**src/verilog/rv_pkg.sv**
```systemverilog
package rv_pkg;

	// Major opcodes handled by this slice
	typedef enum logic [6:0] {
		OPC_OP     = 7'b0110011,
		OPC_OP_IMM = 7'b0010011,
		OPC_LUI    = 7'b0110111,
		OPC_AUIPC  = 7'b0010111,
		OPC_JAL    = 7'b1101111,
		OPC_JALR   = 7'b1100111,
		OPC_BRANCH = 7'b1100011
	} opcode_e;

	typedef enum logic [3:0] {
		ALU_ADD    = 4'd0,
		ALU_SUB    = 4'd1,
		ALU_AND    = 4'd2,
		ALU_OR     = 4'd3,
		ALU_XOR    = 4'd4,
		ALU_SLT    = 4'd5,
		ALU_SLTU   = 4'd6,
		ALU_SLL    = 4'd7,
		ALU_SRL    = 4'd8,
		ALU_SRA    = 4'd9,
		ALU_PASS_B = 4'd10
	} alu_op_e;

	// Zero must stay NONE, a cleared pipeline register is a bubble
	typedef enum logic [2:0] {
		BR_NONE = 3'd0,
		BR_EQ   = 3'd1,
		BR_NE   = 3'd2,
		BR_LT   = 3'd3,
		BR_GE   = 3'd4,
		BR_LTU  = 3'd5,
		BR_GEU  = 3'd6,
		BR_JUMP = 3'd7
	} br_op_e;

	typedef enum logic [1:0] {
		WB_ALU = 2'd0,
		WB_PC4 = 2'd1,
		WB_IMM = 2'd2
	} wb_sel_e;

	typedef enum logic [2:0] {
		IMM_I = 3'd0,
		IMM_S = 3'd1,
		IMM_B = 3'd2,
		IMM_U = 3'd3,
		IMM_J = 3'd4
	} imm_sel_e;

	typedef struct packed {
		logic [6:0] funct7;
		logic [4:0] rs2;
		logic [4:0] rs1;
		logic [2:0] funct3;
		logic [4:0] rd;
		logic [6:0] opcode;
	} inst_r_t;

	// Store and branch layout, immediate split around the register fields
	typedef struct packed {
		logic [6:0] imm_hi;
		logic [4:0] rs2;
		logic [4:0] rs1;
		logic [2:0] funct3;
		logic [4:0] imm_lo;
		logic [6:0] opcode;
	} inst_s_t;

	typedef union packed {
		inst_r_t r;
		inst_s_t s;
	} inst_u;

endpackage

```
**src/verilog/reg_file.sv**
```systemverilog
`timescale 1ns/100ps

module reg_file #(
	parameter int NREGS = 32
) (
	input  logic        clk_i,
	input  logic        reset_i,
	input  logic [4:0]  rs1_i,
	input  logic [4:0]  rs2_i,
	input  logic [4:0]  rd_i,
	input  logic        we_i,
	input  logic [31:0] wdata_i,
	output logic [31:0] rdata1_o,
	output logic [31:0] rdata2_o
);

	localparam int IDX_W = $clog2(NREGS);

	logic [31:0] regs [NREGS];

	// x0 and out-of-range indices read zero, a same-cycle write passes through
	function automatic logic [31:0] read_port(input logic [4:0] idx);
		logic [31:0] val;
		val = '0;
		if (idx != 5'd0 && idx < NREGS) begin
			if (we_i && rd_i == idx)
				val = wdata_i;
			else
				val = regs[idx[IDX_W-1:0]];
		end
		return val;
	endfunction

	always_comb begin
		rdata1_o = read_port(rs1_i);
		rdata2_o = read_port(rs2_i);
	end

	always_ff @(posedge clk_i) begin
		if (reset_i) begin
			for (int i = 0; i < NREGS; i++)
				regs[i] <= '0;
		end else if (we_i && rd_i != 5'd0 && rd_i < NREGS) begin
			regs[rd_i[IDX_W-1:0]] <= wdata_i;
		end
	end

endmodule

```
**src/verilog/imm_gen.sv**
```systemverilog
`timescale 1ns/100ps

module imm_gen (
	input  rv_pkg::inst_u    inst_i,
	input  rv_pkg::imm_sel_e imm_sel_i,
	output logic [31:0]      imm_o
);

	import rv_pkg::*;

	logic [31:0] w;

	assign w = inst_i;

	always_comb begin
		case (imm_sel_i)
			IMM_I: imm_o = {{20{inst_i.r.funct7[6]}}, inst_i.r.funct7, inst_i.r.rs2};
			IMM_S: imm_o = {{20{inst_i.s.imm_hi[6]}}, inst_i.s.imm_hi, inst_i.s.imm_lo};
			IMM_B: begin
				imm_o = {{20{inst_i.s.imm_hi[6]}}, inst_i.s.imm_lo[0],
					inst_i.s.imm_hi[5:0], inst_i.s.imm_lo[4:1], 1'b0};
			end
			IMM_U: imm_o = {w[31:12], 12'b0};
			// J format scrambles bits 20..1 across the upper word
			IMM_J: imm_o = {{12{w[31]}}, w[19:12], w[20], w[30:21], 1'b0};
			default: imm_o = '0;
		endcase
	end

endmodule

```
**src/verilog/ctrl_decode.sv**
```systemverilog
`timescale 1ns/100ps

module ctrl_decode (
	input  rv_pkg::inst_u    inst_i,
	output rv_pkg::alu_op_e  alu_op_o,
	output logic             a_sel_o,
	output logic             b_sel_o,
	output rv_pkg::imm_sel_e imm_sel_o,
	output rv_pkg::br_op_e   br_op_o,
	output rv_pkg::wb_sel_e  wb_sel_o,
	output logic             reg_we_o
);

	import rv_pkg::*;

	// Shared by OP and OP-IMM, SUB only exists in the register form
	function automatic alu_op_e alu_from_funct(input logic [2:0] f3, input logic alt,
		input logic is_reg);
		alu_op_e op;
		case (f3)
			3'b000: begin
				if (is_reg && alt)
					op = ALU_SUB;
				else
					op = ALU_ADD;
			end
			3'b001: op = ALU_SLL;
			3'b010: op = ALU_SLT;
			3'b011: op = ALU_SLTU;
			3'b100: op = ALU_XOR;
			3'b101: begin
				if (alt)
					op = ALU_SRA;
				else
					op = ALU_SRL;
			end
			3'b110: op = ALU_OR;
			default: op = ALU_AND;
		endcase
		return op;
	endfunction

	always_comb begin
		alu_op_o  = ALU_ADD;
		a_sel_o   = 1'b0;
		b_sel_o   = 1'b0;
		imm_sel_o = IMM_I;
		br_op_o   = BR_NONE;
		wb_sel_o  = WB_ALU;
		reg_we_o  = 1'b0;
		case (inst_i.r.opcode)
			OPC_OP: begin
				alu_op_o = alu_from_funct(inst_i.r.funct3, inst_i.r.funct7[5], 1'b1);
				reg_we_o = 1'b1;
			end
			OPC_OP_IMM: begin
				alu_op_o = alu_from_funct(inst_i.r.funct3, inst_i.r.funct7[5], 1'b0);
				b_sel_o  = 1'b1;
				reg_we_o = 1'b1;
			end
			OPC_LUI: begin
				alu_op_o  = ALU_PASS_B;
				b_sel_o   = 1'b1;
				imm_sel_o = IMM_U;
				wb_sel_o  = WB_IMM;
				reg_we_o  = 1'b1;
			end
			OPC_AUIPC: begin
				a_sel_o   = 1'b1;
				b_sel_o   = 1'b1;
				imm_sel_o = IMM_U;
				reg_we_o  = 1'b1;
			end
			OPC_JAL: begin
				a_sel_o   = 1'b1;
				b_sel_o   = 1'b1;
				imm_sel_o = IMM_J;
				br_op_o   = BR_JUMP;
				wb_sel_o  = WB_PC4;
				reg_we_o  = 1'b1;
			end
			OPC_JALR: begin
				b_sel_o  = 1'b1;
				br_op_o  = BR_JUMP;
				wb_sel_o = WB_PC4;
				reg_we_o = 1'b1;
			end
			OPC_BRANCH: begin
				imm_sel_o = IMM_B;
				case (inst_i.r.funct3)
					3'b000: br_op_o = BR_EQ;
					3'b001: br_op_o = BR_NE;
					3'b100: br_op_o = BR_LT;
					3'b101: br_op_o = BR_GE;
					3'b110: br_op_o = BR_LTU;
					3'b111: br_op_o = BR_GEU;
					default: br_op_o = BR_NONE;
				endcase
			end
			default: ;
		endcase
	end

endmodule

```
**src/verilog/id_stage.sv**
```systemverilog
`timescale 1ns/100ps

module id_stage #(
	parameter int NREGS = 32
) (
	input  logic             clk_i,
	input  logic             reset_i,
	input  logic             enable_i,
	input  logic             flush_i,
	input  rv_pkg::inst_u    inst_i,
	input  logic [31:0]      pc_i,
	input  logic             wb_we_i,
	input  logic [4:0]       wb_rd_i,
	input  logic [31:0]      wb_data_i,
	output logic [31:0]      rs1_o,
	output logic [31:0]      rs2_o,
	output logic [31:0]      imm_o,
	output logic [31:0]      pc_o,
	output logic [31:0]      pc4_o,
	output rv_pkg::alu_op_e  alu_op_o,
	output logic             a_sel_o,
	output logic             b_sel_o,
	output rv_pkg::br_op_e   br_op_o,
	output rv_pkg::wb_sel_e  wb_sel_o,
	output logic [4:0]       rd_o,
	output logic             reg_we_o
);

	import rv_pkg::*;

	logic [31:0] rs1_w;
	logic [31:0] rs2_w;
	logic [31:0] imm_w;
	logic [31:0] pc4_w;
	alu_op_e     alu_op_w;
	logic        a_sel_w;
	logic        b_sel_w;
	imm_sel_e    imm_sel_w;
	br_op_e      br_op_w;
	wb_sel_e     wb_sel_w;
	logic        reg_we_w;

	// Write only commits while the pipe advances
	reg_file #(.NREGS(NREGS)) u_reg_file (
		.clk_i    (clk_i),
		.reset_i  (reset_i),
		.rs1_i    (inst_i.r.rs1),
		.rs2_i    (inst_i.r.rs2),
		.rd_i     (wb_rd_i),
		.we_i     (wb_we_i & enable_i),
		.wdata_i  (wb_data_i),
		.rdata1_o (rs1_w),
		.rdata2_o (rs2_w)
	);

	imm_gen u_imm_gen (
		.inst_i    (inst_i),
		.imm_sel_i (imm_sel_w),
		.imm_o     (imm_w)
	);

	ctrl_decode u_ctrl_decode (
		.inst_i    (inst_i),
		.alu_op_o  (alu_op_w),
		.a_sel_o   (a_sel_w),
		.b_sel_o   (b_sel_w),
		.imm_sel_o (imm_sel_w),
		.br_op_o   (br_op_w),
		.wb_sel_o  (wb_sel_w),
		.reg_we_o  (reg_we_w)
	);

	assign pc4_w = pc_i + 32'd4;

	// Reset and flush both leave a bubble
	always_ff @(posedge clk_i) begin
		if (reset_i || (enable_i && flush_i)) begin
			rs1_o    <= '0;
			rs2_o    <= '0;
			imm_o    <= '0;
			pc_o     <= '0;
			pc4_o    <= '0;
			alu_op_o <= ALU_ADD;
			a_sel_o  <= 1'b0;
			b_sel_o  <= 1'b0;
			br_op_o  <= BR_NONE;
			wb_sel_o <= WB_ALU;
			rd_o     <= '0;
			reg_we_o <= 1'b0;
		end else if (enable_i) begin
			rs1_o    <= rs1_w;
			rs2_o    <= rs2_w;
			imm_o    <= imm_w;
			pc_o     <= pc_i;
			pc4_o    <= pc4_w;
			alu_op_o <= alu_op_w;
			a_sel_o  <= a_sel_w;
			b_sel_o  <= b_sel_w;
			br_op_o  <= br_op_w;
			wb_sel_o <= wb_sel_w;
			rd_o     <= inst_i.r.rd;
			reg_we_o <= reg_we_w;
		end
	end

endmodule

```
**src/verilog/ex_stage.sv**
```systemverilog
`timescale 1ns/100ps

module ex_stage (
	input  logic            clk_i,
	input  logic            reset_i,
	input  logic            enable_i,
	input  logic [31:0]     rs1_i,
	input  logic [31:0]     rs2_i,
	input  logic [31:0]     imm_i,
	input  logic [31:0]     pc_i,
	input  logic [31:0]     pc4_i,
	input  rv_pkg::alu_op_e alu_op_i,
	input  logic            a_sel_i,
	input  logic            b_sel_i,
	input  rv_pkg::br_op_e  br_op_i,
	input  rv_pkg::wb_sel_e wb_sel_i,
	input  logic [4:0]      rd_i,
	input  logic            reg_we_i,
	output logic            br_taken_o,
	output logic [31:0]     br_target_o,
	output logic [31:0]     alu_o,
	output logic [31:0]     pc4_o,
	output logic [31:0]     imm_o,
	output rv_pkg::wb_sel_e wb_sel_o,
	output logic [4:0]      rd_o,
	output logic            reg_we_o
);

	import rv_pkg::*;

	logic [31:0] op_a;
	logic [31:0] op_b;
	logic [31:0] alu_res;

	assign op_a = a_sel_i ? pc_i : rs1_i;
	assign op_b = b_sel_i ? imm_i : rs2_i;

	always_comb begin
		case (alu_op_i)
			ALU_ADD:    alu_res = op_a + op_b;
			ALU_SUB:    alu_res = op_a - op_b;
			ALU_AND:    alu_res = op_a & op_b;
			ALU_OR:     alu_res = op_a | op_b;
			ALU_XOR:    alu_res = op_a ^ op_b;
			ALU_SLT:    alu_res = {31'b0, $signed(op_a) < $signed(op_b)};
			ALU_SLTU:   alu_res = {31'b0, op_a < op_b};
			// Only the low five bits count as shift amount
			ALU_SLL:    alu_res = op_a << op_b[4:0];
			ALU_SRL:    alu_res = op_a >> op_b[4:0];
			ALU_SRA:    alu_res = $unsigned($signed(op_a) >>> op_b[4:0]);
			ALU_PASS_B: alu_res = op_b;
			default:    alu_res = '0;
		endcase
	end

	always_comb begin
		case (br_op_i)
			BR_EQ:   br_taken_o = (rs1_i == rs2_i);
			BR_NE:   br_taken_o = (rs1_i != rs2_i);
			BR_LT:   br_taken_o = ($signed(rs1_i) < $signed(rs2_i));
			BR_GE:   br_taken_o = ($signed(rs1_i) >= $signed(rs2_i));
			BR_LTU:  br_taken_o = (rs1_i < rs2_i);
			BR_GEU:  br_taken_o = (rs1_i >= rs2_i);
			BR_JUMP: br_taken_o = 1'b1;
			default: br_taken_o = 1'b0;
		endcase
	end

	// JALR is the jump that takes rs1 as base
	assign br_target_o = (br_op_i == BR_JUMP && !a_sel_i) ? {alu_res[31:1], 1'b0}
		: pc_i + imm_i;

	always_ff @(posedge clk_i) begin
		if (reset_i) begin
			alu_o    <= '0;
			pc4_o    <= '0;
			imm_o    <= '0;
			wb_sel_o <= WB_ALU;
			rd_o     <= '0;
			reg_we_o <= 1'b0;
		end else if (enable_i) begin
			alu_o    <= alu_res;
			pc4_o    <= pc4_i;
			imm_o    <= imm_i;
			wb_sel_o <= wb_sel_i;
			rd_o     <= rd_i;
			reg_we_o <= reg_we_i;
		end
	end

endmodule

```
**src/verilog/wb_select.sv**
```systemverilog
`timescale 1ns/100ps

module wb_select (
	input  logic [31:0]     alu_i,
	input  logic [31:0]     pc4_i,
	input  logic [31:0]     imm_i,
	input  rv_pkg::wb_sel_e wb_sel_i,
	input  logic [4:0]      rd_i,
	input  logic            reg_we_i,
	output logic            wb_we_o,
	output logic [4:0]      wb_rd_o,
	output logic [31:0]     wb_data_o
);

	import rv_pkg::*;

	always_comb begin
		case (wb_sel_i)
			WB_PC4:  wb_data_o = pc4_i;
			WB_IMM:  wb_data_o = imm_i;
			default: wb_data_o = alu_i;
		endcase
	end

	// x0 writes never leave the core
	assign wb_we_o = reg_we_i && (rd_i != 5'd0);
	assign wb_rd_o = rd_i;

endmodule

```
**src/verilog/int_core.sv**
```systemverilog
`timescale 1ns/100ps

module int_core #(
	parameter int NREGS = 32
) (
	input  logic        clk_i,
	input  logic        reset_i,
	input  logic [31:0] inst_i,
	input  logic [31:0] pc_i,
	input  logic        enable_i,
	input  logic        flush_i,
	output logic        wb_we_o,
	output logic [4:0]  wb_rd_o,
	output logic [31:0] wb_data_o,
	output logic        br_taken_o,
	output logic [31:0] br_target_o
);

	import rv_pkg::*;

	logic [31:0] id_rs1;
	logic [31:0] id_rs2;
	logic [31:0] id_imm;
	logic [31:0] id_pc;
	logic [31:0] id_pc4;
	alu_op_e     id_alu_op;
	logic        id_a_sel;
	logic        id_b_sel;
	br_op_e      id_br_op;
	wb_sel_e     id_wb_sel;
	logic [4:0]  id_rd;
	logic        id_reg_we;

	logic [31:0] ex_alu;
	logic [31:0] ex_pc4;
	logic [31:0] ex_imm;
	wb_sel_e     ex_wb_sel;
	logic [4:0]  ex_rd;
	logic        ex_reg_we;

	id_stage #(.NREGS(NREGS)) u_id_stage (
		.clk_i     (clk_i),
		.reset_i   (reset_i),
		.enable_i  (enable_i),
		.flush_i   (flush_i),
		.inst_i    (inst_i),
		.pc_i      (pc_i),
		.wb_we_i   (wb_we_o),
		.wb_rd_i   (wb_rd_o),
		.wb_data_i (wb_data_o),
		.rs1_o     (id_rs1),
		.rs2_o     (id_rs2),
		.imm_o     (id_imm),
		.pc_o      (id_pc),
		.pc4_o     (id_pc4),
		.alu_op_o  (id_alu_op),
		.a_sel_o   (id_a_sel),
		.b_sel_o   (id_b_sel),
		.br_op_o   (id_br_op),
		.wb_sel_o  (id_wb_sel),
		.rd_o      (id_rd),
		.reg_we_o  (id_reg_we)
	);

	ex_stage u_ex_stage (
		.clk_i       (clk_i),
		.reset_i     (reset_i),
		.enable_i    (enable_i),
		.rs1_i       (id_rs1),
		.rs2_i       (id_rs2),
		.imm_i       (id_imm),
		.pc_i        (id_pc),
		.pc4_i       (id_pc4),
		.alu_op_i    (id_alu_op),
		.a_sel_i     (id_a_sel),
		.b_sel_i     (id_b_sel),
		.br_op_i     (id_br_op),
		.wb_sel_i    (id_wb_sel),
		.rd_i        (id_rd),
		.reg_we_i    (id_reg_we),
		.br_taken_o  (br_taken_o),
		.br_target_o (br_target_o),
		.alu_o       (ex_alu),
		.pc4_o       (ex_pc4),
		.imm_o       (ex_imm),
		.wb_sel_o    (ex_wb_sel),
		.rd_o        (ex_rd),
		.reg_we_o    (ex_reg_we)
	);

	wb_select u_wb_select (
		.alu_i     (ex_alu),
		.pc4_i     (ex_pc4),
		.imm_i     (ex_imm),
		.wb_sel_i  (ex_wb_sel),
		.rd_i      (ex_rd),
		.reg_we_i  (ex_reg_we),
		.wb_we_o   (wb_we_o),
		.wb_rd_o   (wb_rd_o),
		.wb_data_o (wb_data_o)
	);

endmodule

```
**config.mk**
```make
export PLATFORM = sky130hd
export DESIGN_NAME = int_core
export DESIGN_NICKNAME = d
export VERILOG_FILES = /design/src/verilog/rv_pkg.sv /design/src/verilog/reg_file.sv /design/src/verilog/imm_gen.sv /design/src/verilog/ctrl_decode.sv /design/src/verilog/id_stage.sv /design/src/verilog/ex_stage.sv /design/src/verilog/wb_select.sv /design/src/verilog/int_core.sv
export SDC_FILE = /design/constraint.sdc
export NUM_CORES = 2
export LEC_CHECK = 0
export BUFFER_PORTS_ARGS = -buffer_cell sky130_fd_sc_hd__buf_2
export CORE_ASPECT_RATIO = 1.75
export CORE_MARGIN = 1.5
export CORE_UTILIZATION = 64
export CTS_BUF_LIST = sky130_fd_sc_hd__clkbuf_8 sky130_fd_sc_hd__clkbuf_16
export DETAILED_ROUTE_END_ITERATION = 6
export GPL_ROUTABILITY_DRIVEN = 0
export GPL_TIMING_DRIVEN = 0
export PLACE_DENSITY = 0.83
export SLEW_MARGIN = 0
export SYNTH_ARGS = -nofsm -noshare
export SYNTH_HDL_FRONTEND = slang
export SYNTH_HIERARCHICAL = 1
export SYNTH_SLANG_ARGS = --single-unit
```
**constraint.sdc**
```tcl
create_clock -name clk_i -period 6.18 [get_ports clk_i]
set_input_delay 1.236 -clock clk_i [delete_from_list [all_inputs] [get_ports clk_i]]
set_output_delay 1.236 -clock clk_i [all_outputs]
set_load 0.05 [all_outputs]
```
==> results of run 1 <==
[cell usage after synthesis (77+ instances only)]
cell type,number
nand2_1,289
a22oi_1,149
a211oi_1,112
edfxtp_1,1024
o21ai_0,182
nor2_1,480
mux4_2,380
o22ai_1,81
ha_1,168
mux2i_1,743
o21ai_1,77
and2_1,999
dfxtp_1,279
buf_2,98
inv_1,146
a21oi_1,242
clkbuf_1,408
[what timing repair did]
item | 4_1_cts
setup endpoints to repair | 36
hold endpoints to repair | 0
pin swaps | 26
buffers inserted | 33
resized for setup | 240
[through the flow]
step                      TNS [ns]  instances  hold WS (ns)
after CTS                 -0.04774       8972        0.4638
after detailed placement    -21.26       8730        0.4495
after floorplan                  0       6933        0.4248
after global placement      -21.17       8704        0.4393
[per-layer routing]
layer | track usage | GRT overflow
met5 | 0.4618 | 25
met4 | 0.7774 | 776
met3 | 0.6726 | 71
met2 | 0.9602 | 1852
met1 | 0.7450 | 73
[logic make-up after synthesis]
group / count (synthesis) / synth area share
adder cells (fa/ha/maj): 172 / 0.02744
flip-flops: 1303 / 0.4587
AND/OR/NAND/NOR: 2140 / 0.1453
multiplexers: 1150 / 0.2060
other: 1 / 0.00004734
AO/OA/AOI/OAI: 1271 / 0.1098
XOR/XNOR: 77 / 0.008513
buffers and inverters: 788 / 0.04418
==> results.cfg, run 1 <==
[run_status]
status = aborted with a tool error
lastStage = global routing
error = [ERROR GRT-0116] Global routing finished with congestion. Check the congestion regions in the DRC Viewer.

[grt]
grt_first_pass_wirelength_um = 704300
grt_overflow_total = 2797
track_usage = 0.7885
grt_pass1_vias = 81960
grt_max_degree = 33

[yosys]
synth_top_area_cell = edfxtp_1
ys_warn_count = 6
netlist_top_cells_area = edfxtp_1 (39%), mux4_2 (11%), mux2i_1 (9.4%)
ys_seq_area_frac = 0.4587
ys_types = 112
async_flop_share = 0
yosysTopAreaCellShare = 0.3882
avgSynthCellArea_um2 = 11.48
synthCells = 6902
syn_area_um2 = 79220
ys.flop_type = edfxtp_1
ys_ff_latch = 1303
synth_edf_count = 1024

[placement]
place_ws_ns = -1.519
post_dp_cell_area_um2 = 82590
io_buffers = 137
hpwl_um = 285600

[cts]
numClockSinks = 1303
clock_path_buffers = 3
holdBufCountCts = 0
numCtsBuffers = 113
cts.htree.levels = 3
cts-root-buf = clkbuf_16

[die]
start_util = 0.6454
die_h_um = 468.4
row_count = 170
ios = 139
die_x_um = 269.0
==> inputs of run 2 (changes only) <==
--- a/config.mk
+++ b/config.mk
@@ -6,14 +6,12 @@
 export NUM_CORES = 2
 export LEC_CHECK = 0
 export BUFFER_PORTS_ARGS = -buffer_cell sky130_fd_sc_hd__buf_2
-export CORE_ASPECT_RATIO = 1.75
 export CORE_MARGIN = 1.5
-export CORE_UTILIZATION = 64
-export CTS_BUF_LIST = sky130_fd_sc_hd__clkbuf_8 sky130_fd_sc_hd__clkbuf_16
+export CORE_UTILIZATION = 40
 export DETAILED_ROUTE_END_ITERATION = 6
 export GPL_ROUTABILITY_DRIVEN = 0
 export GPL_TIMING_DRIVEN = 0
-export PLACE_DENSITY = 0.83
+export PLACE_DENSITY_LB_ADDON = 0.15
 export SLEW_MARGIN = 0
 export SYNTH_ARGS = -nofsm -noshare
 export SYNTH_HDL_FRONTEND = slang
==> run 2 against run 1 <==
  * The flow now finishes, with violations (DRC, capacitance limit, slew limit, setup timing)
  * Synthesized cell count unchanged
  * Synthesized area unchanged
==> results.cfg, run 2 <==
[placement]
dp.cells = 9745
hpwl_um = 286400
io_buffers = 137

[setup_path]
crit_type = flop to output pin
critPathArrivalTime_ns = 5.34
required_ns = 4.94
critPathMaxFanout = 6
r2r_slack_ns = 1.53
setup.worst_path.start_class = flop
crit_path_end_kind = output pin

[run_status]
status = finished with violations
violations = DRC, capacitance limit, slew limit, setup timing

[cells_and_area]
layout_commonest_cell = edfxtp_1
nNetsFinal = 7682
layout-drive-gt1-share = 0.2083
fin_util = 0.4729
top_register = u_id_stage/u_reg_file/regs
n_fill_cell = 18160
area_delta_synth_final_pct = 17.62
largest_reg_flops = 1024
finalNonFillerCells = 10220
multi_input_area_um2 = 41670
layout_common_cells = edfxtp_1 (1024), and2_1 (999), mux2i_1 (692)
register_area_um2 = 36350

[timing]
slew_headroom = -0.1162
timing.fmax_mhz = 152.2
setup_ws_ns = -0.3915
finalCritPeriodShare = 1.063
hold_violations = 0
rsz0062_at_grt = true
tightest_slew_ns = 1.674
setup_viol = 23
slew_violations = 120
skew_ns = 0.04909
finalCriticalPeriod_ns = 6.572

[yosys]
synth_top_area_cell = edfxtp_1
synth_edf_count = 1024
ys_warn_count = 6
yosysTopAreaCellShare = 0.3882
ys_types = 112
avgSynthCellArea_um2 = 11.48
ys.flop_type = edfxtp_1
synth_common_cells = edfxtp_1 (1024), and2_1 (999), mux2i_1 (743)
syn_area_um2 = 79220
ys_seq_area_frac = 0.4587
ys_ff_latch = 1303
async_flop_share = 0
yosysMostFrequentCell = edfxtp_1
synthCells = 6902
netlist_top_cells_area = edfxtp_1 (39%), mux4_2 (11%), mux2i_1 (9.4%)

[cts]
numClockSinks = 1303
holdBufCountCts = 0
insertion_delay_ns = 0.81
numCtsBuffers = 149
cts.htree.levels = 4
cts.clk_slew.worst_paths_ns = 0.06
clock_path_buffers = 3
cts-root-buf = clkbuf_16
cts_tree = done

[die]
core-area_um2 = 197000
die_area_um2 = 200700
ios = 139
die_x_um = 448.0
die_h_um = 448.0
row_count = 163
start_util = 0.4021

[grt]
antenna_found_initial = 31
track_usage = 0.3855
grt_first_pass_wirelength_um = 526300
met1_usage = 0.4369
met2_usage = 0.5608
grt_max_degree = 33
grt_pass1_vias = 63160
grt_overflow_total = 0
use_met3 = 0.1515
top_usage_layer = met2

[min_path]
worstHoldPathType = flop to flop

[pwr]
cellPowerDensity_nw_per_um2 = 254.8
total_power_mw = 23.74
power_leakage_nw = 35.55
vdd_drop_max_mv = 0.2574

[job]
maxCapViolCount = 13

[detailed_routing]
wire_per_inst_um = 38.67
dr.pass1.iters = 7
vias = 66730
wl_um = 395200
ant_nets = 0
drtIter0Drc = 10220
via_per_inst = 6.530
drc = 105
-- run 2: cell counts after synthesis --
No cell type changed its count.
-- run 2: area by class of cell --
cell class / count / area share
antenna: 18 / 0.0004834
buffer: 624 / 0.03485
clock buffer: 188 / 0.04327
clock inverter: 82 / 0.008406
inverter: 156 / 0.006701
multi-input combinational: 4842 / 0.4472
sequential: 1303 / 0.3901
tap: 2640 / 0.03545
timing repair buffer: 367 / 0.03357
-- run 2: logic make-up (layout without fill, tap and decap cells) --
family          after synthesis  in the layout  share of synthesized area
simple gates               2140           2140                     0.1453
xor+xnor                     77             77                   0.008513
compound gates             1271           1271                     0.1098
mux                        1150           1150                     0.2060
other cells                   1             50                 0.00004734
fa+ha+maj                   172            172                    0.02744
buf+inv                     788           1417                    0.04418
flops                      1303           1303                     0.4587
-- run 2: repair_timing --
action,in CTS,in global routing
endpoints found under the setup margin,41,29
setup buffers,98,99
resized for setup,441,157
cloned,2,0
endpoints found under the hold margin,0,0
pin swaps,65,68
-- run 2: stage by stage --
step / area, um^2 / setup slack (ns) / setup TNS, ns / hold slack [ns]
floorplan: 79330 / 0.06829 / 0 / 0.4248
global placement: 83320 / -2.476 / -44.12 / 0.4494
detailed placement: 84080 / -2.483 / -38.12 / 0.4517
CTS: 91760 / -0.07508 / -0.2143 / 0.4584
global route: 93140 / -0.4973 / -4.940 / 0.4929
finish: 93180 / -0.3915 / -3.371 / 0.4600
-- run 2: worst paths after layout --
kind                                           start                    to  cells after the start
worst max-delay path              u_id_stage/a_sel_o       br_target_o[30]                     19
worst min-delay path            u_id_stage/pc4_o[30]  u_id_stage/pc4_o[30]                      2
worst min register to register  u_id_stage/pc4_o[30]  u_id_stage/pc4_o[30]                      2
worst max register to register    u_id_stage/a_sel_o  u_ex_stage/alu_o[30]                     20
-- run 2: metal layers --
metal / part of all wire / wire (um)
met3: 0.13 / 50280
met5: 0.0021 / 830
met2: 0.42 / 165600
met1: 0.34 / 135100
met4: 0.11 / 43350
-- run 2: worst max-delay path, stage by stage (launching register included) --
cell and delay, ns:
dfxtp_4 0.38, buf_12 0.16, buf_12 0.15, buf_4 0.12, buf_12 0.11, mux2i_4 0.59
buf_4 0.24, ha_4 0.15, inv_2 0.05, nor4_4 0.33, buf_4 0.16, o211ai_1 0.14
buf_4 0.19, a2111oi_4 0.51, o21ai_2 0.13, nand2_1 0.12, mux2i_2 0.26, a211oi_4 0.13
mux2i_4 0.36, buf_6 0.21
-- run 2: where the power goes --
group,internal [mW],switching (mW),total [mW]
logic,1.56,3.21,4.78
registers,9.77,0.257,10.0
clock network,5.09,3.85,8.94
total,16.4,7.32,23.7
Note: power is estimated with default switching activity, not from simulation.
